[src/rv_core_defines.svh]
/*
 * rv_core width and size macros
 * Shared by the package, the bus interface and all core modules
 */

`ifndef RV_CORE_DEFINES_SVH
`define RV_CORE_DEFINES_SVH

// Data word and bus address width
`define XLEN 32

// Architectural integer registers
`define RF_DEPTH 32

// Register index width, log2 of RF_DEPTH
`define RF_ADDR_W 5

`endif
[src/rv_core_pkg.sv]
/*
 * rv_core package
 * Opcode, ALU operation and controller state encodings,
 * plus the decoded instruction bundle
 */

`include "rv_core_defines.svh"

package rv_core_pkg;

  // Major opcodes in use, RV32I base encoding
  typedef enum logic [6:0] {
    OPC_OP     = 7'b0110011,
    OPC_OP_IMM = 7'b0010011,
    OPC_LUI    = 7'b0110111,
    OPC_LOAD   = 7'b0000011,
    OPC_STORE  = 7'b0100011,
    OPC_BRANCH = 7'b1100011,
    OPC_JAL    = 7'b1101111
  } opcode_e;

  // ALU functions
  typedef enum logic [3:0] {
    ALU_ADD, ALU_SUB, ALU_AND, ALU_OR, ALU_XOR,
    ALU_SLT, ALU_SLL, ALU_SRL, ALU_PASS_B
  } alu_op_e;

  // Instruction sequencing states
  typedef enum logic [1:0] {
    ST_IDLE, ST_FETCH, ST_EXECUTE, ST_MEMORY
  } ctrl_state_e;

  // Decoded instruction
  typedef struct packed {
    logic [`RF_ADDR_W-1:0] rs1;
    logic [`RF_ADDR_W-1:0] rs2;
    logic [`RF_ADDR_W-1:0] rd;
    logic [`XLEN-1:0]      imm;
    alu_op_e               alu_op;
    logic                  use_imm;
    logic                  rf_we;
    logic                  is_load;
    logic                  is_store;
    logic                  is_branch;
    logic                  branch_ne;
    logic                  is_jal;
  } decode_t;

endpackage

[src/mem_bus_if.sv]
/*
 * Request/grant/response-valid memory bus
 * One request outstanding; gnt accepts, rvalid returns
 */

`timescale 1ns/1ps
`include "rv_core_defines.svh"

interface mem_bus_if;

  // Request side
  logic             req;
  logic             we;
  logic [`XLEN-1:0] addr;
  logic [`XLEN-1:0] wdata;

  // Response side
  logic             gnt;
  logic             rvalid;
  logic [`XLEN-1:0] rdata;

  modport manager (output req, we, addr, wdata, input gnt, rvalid, rdata);
  modport subordinate (input req, we, addr, wdata, output gnt, rvalid, rdata);

endinterface

[src/rv_core.sv]
/*
 * rv_core top level
 * Multi-cycle RV32I subset core with separate instruction and data buses
 */

`timescale 1ns/1ps
`include "rv_core_defines.svh"

module rv_core (
  input  logic             clk_i,
  input  logic             rst_n_i,
  input  logic [`XLEN-1:0] boot_addr_i,
  input  logic             fetch_enable_i,
  // Instruction bus
  output logic             instr_req_o,
  input  logic             instr_gnt_i,
  input  logic             instr_rvalid_i,
  output logic [`XLEN-1:0] instr_addr_o,
  input  logic [`XLEN-1:0] instr_rdata_i,
  // Data bus
  output logic             data_req_o,
  input  logic             data_gnt_i,
  input  logic             data_rvalid_i,
  output logic             data_we_o,
  output logic [`XLEN-1:0] data_addr_o,
  output logic [`XLEN-1:0] data_wdata_o,
  input  logic [`XLEN-1:0] data_rdata_i
);

  import rv_core_pkg::*;

  mem_bus_if instr_bus ();
  mem_bus_if data_bus ();

  decode_t          dec;
  logic [`XLEN-1:0] pc;
  logic [`XLEN-1:0] pc_next;
  logic [`XLEN-1:0] instr;
  logic [`XLEN-1:0] rs1_data;
  logic [`XLEN-1:0] rs2_data;
  logic [`XLEN-1:0] alu_result;
  logic [`XLEN-1:0] lsu_rdata;
  logic [`XLEN-1:0] rf_wdata;
  logic             instr_valid;
  logic             fetch_start;
  logic             mem_start;
  logic             pc_update;
  logic             rf_we;
  logic             lsu_done;

  ////////////////////////////////////////////////////////////
  // Bus port mapping
  ////////////////////////////////////////////////////////////
  // Instruction bus is read-only, we and wdata stay inside
  assign instr_req_o      = instr_bus.req;
  assign instr_addr_o     = instr_bus.addr;
  assign instr_bus.gnt    = instr_gnt_i;
  assign instr_bus.rvalid = instr_rvalid_i;
  assign instr_bus.rdata  = instr_rdata_i;

  assign data_req_o      = data_bus.req;
  assign data_we_o       = data_bus.we;
  assign data_addr_o     = data_bus.addr;
  assign data_wdata_o    = data_bus.wdata;
  assign data_bus.gnt    = data_gnt_i;
  assign data_bus.rvalid = data_rvalid_i;
  assign data_bus.rdata  = data_rdata_i;

  ////////////////////////////////////////////////////////////
  // Datapath
  ////////////////////////////////////////////////////////////
  fetch_stage u_fetch_stage (
    .clk_i         (clk_i),
    .rst_n_i       (rst_n_i),
    .boot_addr_i   (boot_addr_i),
    .fetch_start_i (fetch_start),
    .pc_update_i   (pc_update),
    .pc_next_i     (pc_next),
    .bus_o         (instr_bus.manager),
    .pc_o          (pc),
    .instr_o       (instr),
    .instr_valid_o (instr_valid)
  );

  decoder u_decoder (
    .instr_i (instr),
    .dec_o   (dec)
  );

  register_file u_register_file (
    .clk_i     (clk_i),
    .rst_n_i   (rst_n_i),
    .raddr_a_i (dec.rs1),
    .raddr_b_i (dec.rs2),
    .rdata_a_o (rs1_data),
    .rdata_b_o (rs2_data),
    .we_i      (rf_we),
    .waddr_i   (dec.rd),
    .wdata_i   (rf_wdata)
  );

  execute_stage u_execute_stage (
    .dec_i     (dec),
    .pc_i      (pc),
    .rs1_i     (rs1_data),
    .rs2_i     (rs2_data),
    .result_o  (alu_result),
    .pc_next_o (pc_next)
  );

  // Address is the ALU sum, store data is rs2
  load_store_unit u_load_store_unit (
    .clk_i       (clk_i),
    .rst_n_i     (rst_n_i),
    .mem_start_i (mem_start),
    .dec_i       (dec),
    .addr_i      (alu_result),
    .wdata_i     (rs2_data),
    .bus_o       (data_bus.manager),
    .lsu_rdata_o (lsu_rdata),
    .lsu_done_o  (lsu_done)
  );

  ////////////////////////////////////////////////////////////
  // Control
  ////////////////////////////////////////////////////////////
  core_controller u_core_controller (
    .clk_i          (clk_i),
    .rst_n_i        (rst_n_i),
    .fetch_enable_i (fetch_enable_i),
    .instr_valid_i  (instr_valid),
    .dec_i          (dec),
    .alu_result_i   (alu_result),
    .lsu_rdata_i    (lsu_rdata),
    .lsu_done_i     (lsu_done),
    .fetch_start_o  (fetch_start),
    .mem_start_o    (mem_start),
    .pc_update_o    (pc_update),
    .rf_we_o        (rf_we),
    .rf_wdata_o     (rf_wdata)
  );

endmodule

[src/core_controller.sv]
/*
 * Core controller
 * IDLE/FETCH/EXECUTE/MEMORY sequencing and register writeback
 */

`timescale 1ns/1ps
`include "rv_core_defines.svh"

module core_controller (
  input  logic                 clk_i,
  input  logic                 rst_n_i,
  input  logic                 fetch_enable_i,
  input  logic                 instr_valid_i,
  input  rv_core_pkg::decode_t dec_i,
  input  logic [`XLEN-1:0]     alu_result_i,
  input  logic [`XLEN-1:0]     lsu_rdata_i,
  input  logic                 lsu_done_i,
  output logic                 fetch_start_o,
  output logic                 mem_start_o,
  output logic                 pc_update_o,
  output logic                 rf_we_o,
  output logic [`XLEN-1:0]     rf_wdata_o
);

  import rv_core_pkg::*;

  ctrl_state_e state_q;
  ctrl_state_e state_d;
  logic        is_mem;
  logic        exec;
  logic        mem_done;

  assign is_mem   = dec_i.is_load || dec_i.is_store;
  assign exec     = state_q == ST_EXECUTE;
  assign mem_done = state_q == ST_MEMORY && lsu_done_i;

  ////////////////////////////////////////////////////////////
  // State sequencing
  ////////////////////////////////////////////////////////////
  always_comb begin
    state_d = state_q;
    case (state_q)
      ST_IDLE:    if (fetch_enable_i) state_d = ST_FETCH;
      ST_FETCH:   if (instr_valid_i) state_d = ST_EXECUTE;
      // Single cycle, memory ops move on to the LSU
      ST_EXECUTE: state_d = is_mem ? ST_MEMORY : ST_FETCH;
      ST_MEMORY:  if (lsu_done_i) state_d = ST_FETCH;
      default:    state_d = ST_IDLE;
    endcase
  end

  always_ff @(posedge clk_i or negedge rst_n_i) begin
    if (!rst_n_i) begin
      state_q <= ST_IDLE;
    end else begin
      state_q <= state_d;
    end
  end

  ////////////////////////////////////////////////////////////
  // Strobes to fetch and LSU
  ////////////////////////////////////////////////////////////
  // Instruction retires at end of EXECUTE or on LSU done
  assign pc_update_o   = (exec && !is_mem) || mem_done;
  // Next fetch launched with the PC update
  assign fetch_start_o = pc_update_o || (state_q == ST_IDLE && fetch_enable_i);
  assign mem_start_o   = exec && is_mem;

  // Writeback, loads only once their data returns
  assign rf_we_o    = dec_i.rf_we && ((exec && !dec_i.is_load) || (mem_done && dec_i.is_load));
  assign rf_wdata_o = dec_i.is_load ? lsu_rdata_i : alu_result_i;

  // Completions only arrive in the state that waits for them
  a_fetch_resp_state: assert property (@(posedge clk_i) disable iff (!rst_n_i)
    instr_valid_i |-> state_q == ST_FETCH);

  a_lsu_resp_state: assert property (@(posedge clk_i) disable iff (!rst_n_i)
    lsu_done_i |-> state_q == ST_MEMORY);

endmodule

[src/load_store_unit.sv]
/*
 * Load/store unit
 * Word loads and stores, one data bus transfer per start pulse
 */

`timescale 1ns/1ps
`include "rv_core_defines.svh"

module load_store_unit (
  input  logic                 clk_i,
  input  logic                 rst_n_i,
  input  logic                 mem_start_i,
  input  rv_core_pkg::decode_t dec_i,
  input  logic [`XLEN-1:0]     addr_i,
  input  logic [`XLEN-1:0]     wdata_i,
  mem_bus_if.manager           bus_o,
  output logic [`XLEN-1:0]     lsu_rdata_o,
  output logic                 lsu_done_o
);

  logic [`XLEN-1:0] addr_q;
  logic [`XLEN-1:0] wdata_q;
  logic             we_q;
  logic             req_q;
  logic             wait_q;

  // Request payload latched at start
  always_ff @(posedge clk_i) begin
    if (mem_start_i) begin
      addr_q  <= addr_i;
      wdata_q <= wdata_i;
      we_q    <= dec_i.is_store;
    end
  end

  always_ff @(posedge clk_i or negedge rst_n_i) begin
    if (!rst_n_i) begin
      req_q  <= 1'b0;
      wait_q <= 1'b0;
    end else begin
      if (mem_start_i) begin
        req_q <= 1'b1;
      end else if (req_q && bus_o.gnt) begin
        req_q <= 1'b0;
      end
      if (req_q && bus_o.gnt) begin
        wait_q <= 1'b1;
      end else if (bus_o.rvalid) begin
        wait_q <= 1'b0;
      end
    end
  end

  assign bus_o.req   = req_q;
  assign bus_o.we    = we_q;
  assign bus_o.addr  = addr_q;
  assign bus_o.wdata = wdata_q;

  // Load data straight to writeback in the rvalid cycle
  assign lsu_done_o  = wait_q && bus_o.rvalid;
  assign lsu_rdata_o = bus_o.rdata;

  // Controller must not start a transfer while one is in flight
  a_one_outstanding: assert property (@(posedge clk_i) disable iff (!rst_n_i)
    wait_q |-> !bus_o.req && !mem_start_i);

endmodule

[src/execute_stage.sv]
/*
 * Execute stage
 * ALU, BEQ/BNE compare and next PC select
 */

`timescale 1ns/1ps
`include "rv_core_defines.svh"

module execute_stage (
  input  rv_core_pkg::decode_t dec_i,
  input  logic [`XLEN-1:0]     pc_i,
  input  logic [`XLEN-1:0]     rs1_i,
  input  logic [`XLEN-1:0]     rs2_i,
  output logic [`XLEN-1:0]     result_o,
  output logic [`XLEN-1:0]     pc_next_o
);

  import rv_core_pkg::*;

  logic [`XLEN-1:0] op_b;
  logic [`XLEN-1:0] alu_res;
  logic [`XLEN-1:0] pc_plus4;
  logic             taken;

  // Second operand from register or immediate
  assign op_b = dec_i.use_imm ? dec_i.imm : rs2_i;

  always_comb begin
    case (dec_i.alu_op)
      ALU_SUB:    alu_res = rs1_i - op_b;
      ALU_AND:    alu_res = rs1_i & op_b;
      ALU_OR:     alu_res = rs1_i | op_b;
      ALU_XOR:    alu_res = rs1_i ^ op_b;
      ALU_SLT:    alu_res = {{(`XLEN-1){1'b0}}, $signed(rs1_i) < $signed(op_b)};
      // Shift amount is the low 5 bits
      ALU_SLL:    alu_res = rs1_i << op_b[4:0];
      ALU_SRL:    alu_res = rs1_i >> op_b[4:0];
      ALU_PASS_B: alu_res = op_b;
      default:    alu_res = rs1_i + op_b;
    endcase
  end

  assign pc_plus4 = pc_i + `XLEN'd4;

  // Link value for JAL
  assign result_o = dec_i.is_jal ? pc_plus4 : alu_res;

  // BNE inverts the equality
  assign taken = dec_i.is_branch && ((rs1_i == rs2_i) ^ dec_i.branch_ne);

  assign pc_next_o = (dec_i.is_jal || taken) ? pc_i + dec_i.imm : pc_plus4;

endmodule

[src/register_file.sv]
/*
 * Integer register file
 * Two combinational read ports and one write port, x0 hard zero
 */

`timescale 1ns/1ps
`include "rv_core_defines.svh"

module register_file (
  input  logic                  clk_i,
  input  logic                  rst_n_i,
  input  logic [`RF_ADDR_W-1:0] raddr_a_i,
  input  logic [`RF_ADDR_W-1:0] raddr_b_i,
  output logic [`XLEN-1:0]      rdata_a_o,
  output logic [`XLEN-1:0]      rdata_b_o,
  input  logic                  we_i,
  input  logic [`RF_ADDR_W-1:0] waddr_i,
  input  logic [`XLEN-1:0]      wdata_i
);

  logic [`XLEN-1:0] regs_q [`RF_DEPTH];

  // Writes to x0 dropped
  always_ff @(posedge clk_i or negedge rst_n_i) begin
    if (!rst_n_i) begin
      for (int i = 0; i < `RF_DEPTH; i++) begin
        regs_q[i] <= '0;
      end
    end else if (we_i && waddr_i != '0) begin
      regs_q[waddr_i] <= wdata_i;
    end
  end

  assign rdata_a_o = (raddr_a_i == '0) ? '0 : regs_q[raddr_a_i];
  assign rdata_b_o = (raddr_b_i == '0) ? '0 : regs_q[raddr_b_i];

endmodule

[src/decoder.sv]
/*
 * Instruction decoder
 * Maps the supported RV32I subset to control flags and an immediate,
 * anything else decodes as a NOP
 */

`timescale 1ns/1ps
`include "rv_core_defines.svh"

module decoder (
  input  logic [`XLEN-1:0]  instr_i,
  output rv_core_pkg::decode_t dec_o
);

  import rv_core_pkg::*;

  opcode_e          opcode;
  logic [2:0]       funct3;
  logic [6:0]       funct7;
  logic [`XLEN-1:0] imm_i;
  logic [`XLEN-1:0] imm_s;
  logic [`XLEN-1:0] imm_b;
  logic [`XLEN-1:0] imm_j;
  logic [`XLEN-1:0] imm_u;

  assign opcode = opcode_e'(instr_i[6:0]);
  assign funct3 = instr_i[14:12];
  assign funct7 = instr_i[31:25];

  ////////////////////////////////////////////////////////////
  // Immediates, sign extended from bit 31
  ////////////////////////////////////////////////////////////
  assign imm_i = {{20{instr_i[31]}}, instr_i[31:20]};
  assign imm_s = {{20{instr_i[31]}}, instr_i[31:25], instr_i[11:7]};
  assign imm_b = {{19{instr_i[31]}}, instr_i[31], instr_i[7], instr_i[30:25],
                  instr_i[11:8], 1'b0};
  assign imm_j = {{11{instr_i[31]}}, instr_i[31], instr_i[19:12], instr_i[20],
                  instr_i[30:21], 1'b0};
  assign imm_u = {instr_i[31:12], 12'b0};

  ////////////////////////////////////////////////////////////
  // Control decode
  ////////////////////////////////////////////////////////////
  always_comb begin
    // All flags low by default, which is the NOP
    dec_o     = '0;
    dec_o.rs1 = instr_i[19:15];
    dec_o.rs2 = instr_i[24:20];
    dec_o.rd  = instr_i[11:7];
    case (opcode)
      OPC_OP: begin
        dec_o.rf_we = 1'b1;
        case ({funct7, funct3})
          {7'h00, 3'b000}: dec_o.alu_op = ALU_ADD;
          {7'h20, 3'b000}: dec_o.alu_op = ALU_SUB;
          {7'h00, 3'b111}: dec_o.alu_op = ALU_AND;
          {7'h00, 3'b110}: dec_o.alu_op = ALU_OR;
          {7'h00, 3'b100}: dec_o.alu_op = ALU_XOR;
          {7'h00, 3'b010}: dec_o.alu_op = ALU_SLT;
          {7'h00, 3'b001}: dec_o.alu_op = ALU_SLL;
          {7'h00, 3'b101}: dec_o.alu_op = ALU_SRL;
          default:         dec_o.rf_we  = 1'b0;
        endcase
      end
      OPC_OP_IMM: begin
        dec_o.rf_we   = 1'b1;
        dec_o.use_imm = 1'b1;
        dec_o.imm     = imm_i;
        case (funct3)
          3'b000:  dec_o.alu_op = ALU_ADD;
          3'b111:  dec_o.alu_op = ALU_AND;
          3'b110:  dec_o.alu_op = ALU_OR;
          3'b100:  dec_o.alu_op = ALU_XOR;
          3'b010:  dec_o.alu_op = ALU_SLT;
          default: dec_o.rf_we  = 1'b0;
        endcase
      end
      OPC_LUI: begin
        dec_o.rf_we   = 1'b1;
        dec_o.use_imm = 1'b1;
        dec_o.imm     = imm_u;
        dec_o.alu_op  = ALU_PASS_B;
      end
      OPC_LOAD: begin
        // Word loads only; address is rs1 plus offset
        dec_o.use_imm = 1'b1;
        dec_o.imm     = imm_i;
        dec_o.is_load = funct3 == 3'b010;
        dec_o.rf_we   = funct3 == 3'b010;
      end
      OPC_STORE: begin
        dec_o.use_imm  = 1'b1;
        dec_o.imm      = imm_s;
        dec_o.is_store = funct3 == 3'b010;
      end
      OPC_BRANCH: begin
        // BEQ and BNE only
        dec_o.imm       = imm_b;
        dec_o.is_branch = funct3[2:1] == 2'b00;
        dec_o.branch_ne = funct3[0];
      end
      OPC_JAL: begin
        dec_o.imm    = imm_j;
        dec_o.rf_we  = 1'b1;
        dec_o.is_jal = 1'b1;
      end
      default: ;
    endcase
  end

endmodule

[src/fetch_stage.sv]
/*
 * Instruction fetch
 * Holds the PC and runs one instruction bus read per start pulse
 */

`timescale 1ns/1ps
`include "rv_core_defines.svh"

module fetch_stage (
  input  logic             clk_i,
  input  logic             rst_n_i,
  input  logic [`XLEN-1:0] boot_addr_i,
  input  logic             fetch_start_i,
  input  logic             pc_update_i,
  input  logic [`XLEN-1:0] pc_next_i,
  mem_bus_if.manager       bus_o,
  output logic [`XLEN-1:0] pc_o,
  output logic [`XLEN-1:0] instr_o,
  output logic             instr_valid_o
);

  logic [`XLEN-1:0] pc_q;
  logic [`XLEN-1:0] instr_q;
  logic             booted_q;
  logic             req_q;
  logic             wait_q;

  // PC tracks boot address until the first fetch starts
  always_ff @(posedge clk_i or negedge rst_n_i) begin
    if (!rst_n_i) begin
      pc_q     <= '0;
      booted_q <= 1'b0;
    end else if (!booted_q) begin
      pc_q     <= boot_addr_i;
      booted_q <= fetch_start_i;
    end else if (pc_update_i) begin
      pc_q <= pc_next_i;
    end
  end

  // Request until granted, then wait for rvalid
  always_ff @(posedge clk_i or negedge rst_n_i) begin
    if (!rst_n_i) begin
      req_q  <= 1'b0;
      wait_q <= 1'b0;
    end else begin
      if (fetch_start_i) begin
        req_q <= 1'b1;
      end else if (req_q && bus_o.gnt) begin
        req_q <= 1'b0;
      end
      if (req_q && bus_o.gnt) begin
        wait_q <= 1'b1;
      end else if (bus_o.rvalid) begin
        wait_q <= 1'b0;
      end
    end
  end

  assign instr_valid_o = wait_q && bus_o.rvalid;

  // Instruction word held for decode
  always_ff @(posedge clk_i) begin
    if (instr_valid_o) begin
      instr_q <= bus_o.rdata;
    end
  end

  // Read-only port
  assign bus_o.req   = req_q;
  assign bus_o.we    = 1'b0;
  assign bus_o.addr  = pc_q;
  assign bus_o.wdata = '0;

  assign pc_o    = pc_q;
  assign instr_o = instr_q;

  // Request held stable under back-pressure
  a_addr_stable: assert property (@(posedge clk_i) disable iff (!rst_n_i)
    bus_o.req && !bus_o.gnt |=> $stable(bus_o.addr));

  a_pc_aligned: assert property (@(posedge clk_i) disable iff (!rst_n_i)
    booted_q |-> pc_q[1:0] == 2'b00);

endmodule

[config.mk]
export PLATFORM = sky130hd
export DESIGN_NAME = rv_core
export DESIGN_NICKNAME = d
export VERILOG_FILES = /design/src/rv_core_pkg.sv /design/src/mem_bus_if.sv /design/src/rv_core.sv /design/src/core_controller.sv /design/src/load_store_unit.sv /design/src/execute_stage.sv /design/src/register_file.sv /design/src/decoder.sv /design/src/fetch_stage.sv
export VERILOG_INCLUDE_DIRS = /design/src
export SDC_FILE = /design/constraint.sdc
export NUM_CORES = 2
export LEC_CHECK = 0
export ABC_CLOCK_PERIOD_IN_PS = 12400
export BUFFER_PORTS_ARGS = -buffer_cell sky130_fd_sc_hd__buf_2
export CAP_MARGIN = 20
export CORE_MARGIN = 2
export CORE_UTILIZATION = 60
export CTS_BUF_LIST = sky130_fd_sc_hd__clkbuf_8 sky130_fd_sc_hd__clkbuf_16
export DETAILED_ROUTE_END_ITERATION = 6
export PLACE_DENSITY = 0.76
export SKIP_LAST_GASP = 1
export SYNTH_ARGS = -nofsm -noshare
export SYNTH_HDL_FRONTEND = slang
export SYNTH_SLANG_ARGS = --single-unit
[constraint.sdc]
create_clock -name clk_i -period 12.4 [get_ports clk_i]
set_clock_uncertainty 0.2 [all_clocks]
set_input_delay 1.24 -clock clk_i [delete_from_list [all_inputs] [get_ports clk_i]]
set_output_delay 1.24 -clock clk_i [all_outputs]
set_load 0.005 [all_outputs]
==> reports/results.tsv <==
metric	value	unit
cp_top_family	compound AO/OA/AOI/OAI gates	
r2r_end	u_register_file.regs_q[93]	
dpl.cell_count	8507	
cpMostUsedCell	buf_4	
crit_chain	buf_4 > buf_4 > buf_4 > mux4_2 > a22oi_1 > nand2_1 > a22o_1 > o21ai_0 > ha_1 > a21oi_1 > nor2_1 > nor3_1 > inv_1 > a311o_1 > a221oi_1 > o21ai_1 > a31o_2 > a221oi_1 > a31oi_1 > mux2i_4 > a21oi_1	
io_buffers	201	
layout-drive-gt1-share	17.3	%
required	12.80	ns
max_clock_freq	0.112	GHz
grt_pass1_wl	437000	um
synth-warning-count	0	
rsz0062_at_grt	false	
first_pass_iters	7	
path_depth	21	
timing.final.ws_setup	3.48	ns
synth_flop_cell	dfrtp_1	
grt_pass1_vias	62694	
relSlewSlack	13.4	%
tightest_slew	1.30	ns
dieHeight	347	um
synth.avg_cell_area	9.79	um^2
critical_path.endpoint	u_register_file.regs_q[93]	
peakVddDrop	0.000167	V
dpl_cell_area	0.0727	mm^2
p_per_area	141	mW/mm^2
clkSinkCount	1160	
track_usage	50.1	%
final_area	0.0771	mm^2
critical_path.startpoint	u_fetch_stage.instr_o[21]	
grt_remaining_overflow	0	
vias_per_cell	7.40	
synth-edff-count	97	
setup_violations	0	
drc	2	
gr-usage-met2	71.6	%
p_leak	32.9	nW
cts_tree	yes	
slew_violations	0	
fin_crit	8.92	ns
drtIter0Drc	9963	
grt_max_degree	156	
core	0.116	mm^2
seq_area_frac_synth	41.8	%
tns	0	ns
busiest_layer	met2	
yosysUniqueCellTypes	101	
cts_setup_buffers	0	
final-seq-area	0.0295	mm^2
hold_viol_final	0	
ctsResizeCount	0	
holdWs	0.198	ns
start_util	60.6	%
crit_buf_inv	4	
failed_checks	DRC	
cts_hold_buf	0	
cts_root_buffer	clkbuf_16	
post-route-util	66.2	%
p_total	10.9	mW
ioPinCount	202	
core.rowCount	125	
wl_per_cell	34.7	um
crit_fanout	51	
synth_area	0.0705	mm^2
cts_made_buffers	118	
htree_num_levels	3	
preCtsSetupSlack	3.88	ns
hold_path.class	reg -> reg	
crit_type	reg -> reg	
gp_congestion	1.07	
clock_latency	0.82	ns
cp-end-kind	flop	
syn_inst	7204	
drv_cap	0	
die_w	347	um
drt-total-wl	304000	um
syn-num-nets	7444	
crit_arrival	9.31	ns
dp.final_hpwl	205000	um
finalCritPeriodShare	71.9	%
fin_cells	8754	
status	complete, but fails checks	
async_flop_share	91.6	%
met3_usage	16.1	%
worst-r2r-cell-count	21	
ant_nets	0	
grt_use_met1	65.1	%
multiInputGateArea	0.0378	mm^2
cp-start-kind	flop	
cts.clk_slew.worst_paths	0.07	ns
antenna_found_initial	21	
dieArea	0.120	mm^2
ys_ff_latch	1160	
cts_buffer_depth	3	
max_stage_delay	0.90	ns
regToRegSetupSlack	3.48	ns
crit_path_top_delay_cell	mux2i_4	
nNetsFinal	7352	
n_fill_cell	9010	
rr_startpoint	u_fetch_stage.instr_o[21]	
vias	64815	
synthToLayoutAreaGrowth	9.25	%
## worst register-to-register path: stages (launching register included)
cell and delay [ns]:
edfxtp_1 0.33, buf_4 0.65, buf_4 0.88, buf_4 0.77
mux4_2 0.50, a22oi_1 0.22, nand2_1 0.15, a22o_1 0.38
o21ai_0 0.38, ha_1 0.46, a21oi_1 0.21, nor2_1 0.05
nor3_1 0.21, inv_1 0.07, a311o_1 0.32, a221oi_1 0.56
o21ai_1 0.40, a31o_2 0.35, a221oi_1 0.28, a31oi_1 0.22
mux2i_4 0.90, a21oi_1 0.22
## layout make-up
type,instances,share of cell area (%)
tap,1524,2.47
inverter,143,0.697
clock inverter,84,1.14
timing repair buffer,460,4.07
multi-input combinational,5229,49.0
antenna,13,0.0422
sequential,1160,38.3
clock buffer,141,4.26
## logic make-up after synthesis
kind of cell	share of synthesized area, %
buffers and inverters	5.12
adders and majority gates	2.46
xor gates and xnor gates	1.54
DFF	41.8
muxes	17.9
AOI/OAI and AO/OA	18.6
and+or+nand+nor	12.5
## synth_stat cells (44+ instances only)
cell      instances  share of area (%)
mux2i_1         248                3.5
a22oi_1         149                1.6
o21ai_0         967                6.9
nand2_1        1071                5.7
a31oi_1         130                1.2
a21oi_1         417                3.0
nor3_1           75               0.53
o31ai_1          49               0.52
buf_2            85               0.60
clkbuf_1        491                2.6
inv_1           140               0.75
o22ai_1          57               0.51
mux4_2          429                 14
nor2_1          494                2.6
dfrtp_1        1063                 38
nand3_1         132               0.94
and2_1           45               0.40
xnor2_1          80               0.99
edfxtp_1         97                4.1
ha_1            134                2.4
xor2_1           44               0.55
## worst min-delay path by stage
stage / slack (ns) / to / from / cells after the start
after floorplan: 0.24 / u_register_file.regs_q[1000] / u_register_file.regs_q[1000] / 1
after global placement: 0.18 / u_register_file.regs_q[1000] / u_register_file.regs_q[1000] / 0
after detailed placement: 0.18 / u_register_file.regs_q[1010] / u_register_file.regs_q[1010] / 0
after CTS: 0.20 / u_register_file.regs_q[1010] / u_register_file.regs_q[1010] / 0
after global routing: 0.21 / u_register_file.regs_q[1021] / u_register_file.regs_q[1021] / 0
final: 0.20 / u_register_file.regs_q[997] / u_register_file.regs_q[997] / 0
## placed cells by master (no fill, tap or decap), types with 48 or more instances in the layout
master        n
mux2i_1     238
clkbuf_16   119
nand2_1    1041
edfxtp_1     97
nor2_1      487
ha_1        134
dfrtp_1    1063
a22oi_1     148
a21oi_1     416
o22ai_1      57
xnor2_1      80
mux4_2      429
buf_4       243
o21ai_0     965
nor3_1       71
nand3_1     132
a31oi_1     122
buf_2       200
o31ai_1      48
inv_1       156
## sequential cells by signal, indices dropped and copies added (netlist names)
name	flops
u_load_store_unit.bus_o.req	1
u_register_file.regs_q	1024
u_load_store_unit.bus_o.we	1
u_load_store_unit.bus_o.addr	32
u_fetch_stage.bus_o.req	1
u_fetch_stage.bus_o.addr	32
u_load_store_unit.wait_q	1
u_fetch_stage.wait_q	1
u_fetch_stage.instr_o	32
u_fetch_stage.booted_q	1
u_load_store_unit.bus_o.wdata	32
u_core_controller.state_q	2
## power by group
group	total [mW]	internal [mW]	switching (mW)
Sequential	4.04	3.92	0.122
Combinational	2.99	0.852	2.14
Clock	3.84	2.16	1.68
## metal layers
| layer | wire, um | vias up |
|---|---|---|
| met5 | 255 | - |
| met4 | 26300 | 20 |
| met3 | 42900 | 1430 |
| met2 | 127000 | 5537 |
| met1 | 107000 | 31574 |
| li1 | - | 26254 |
Power figures use the tool's default switching activity.
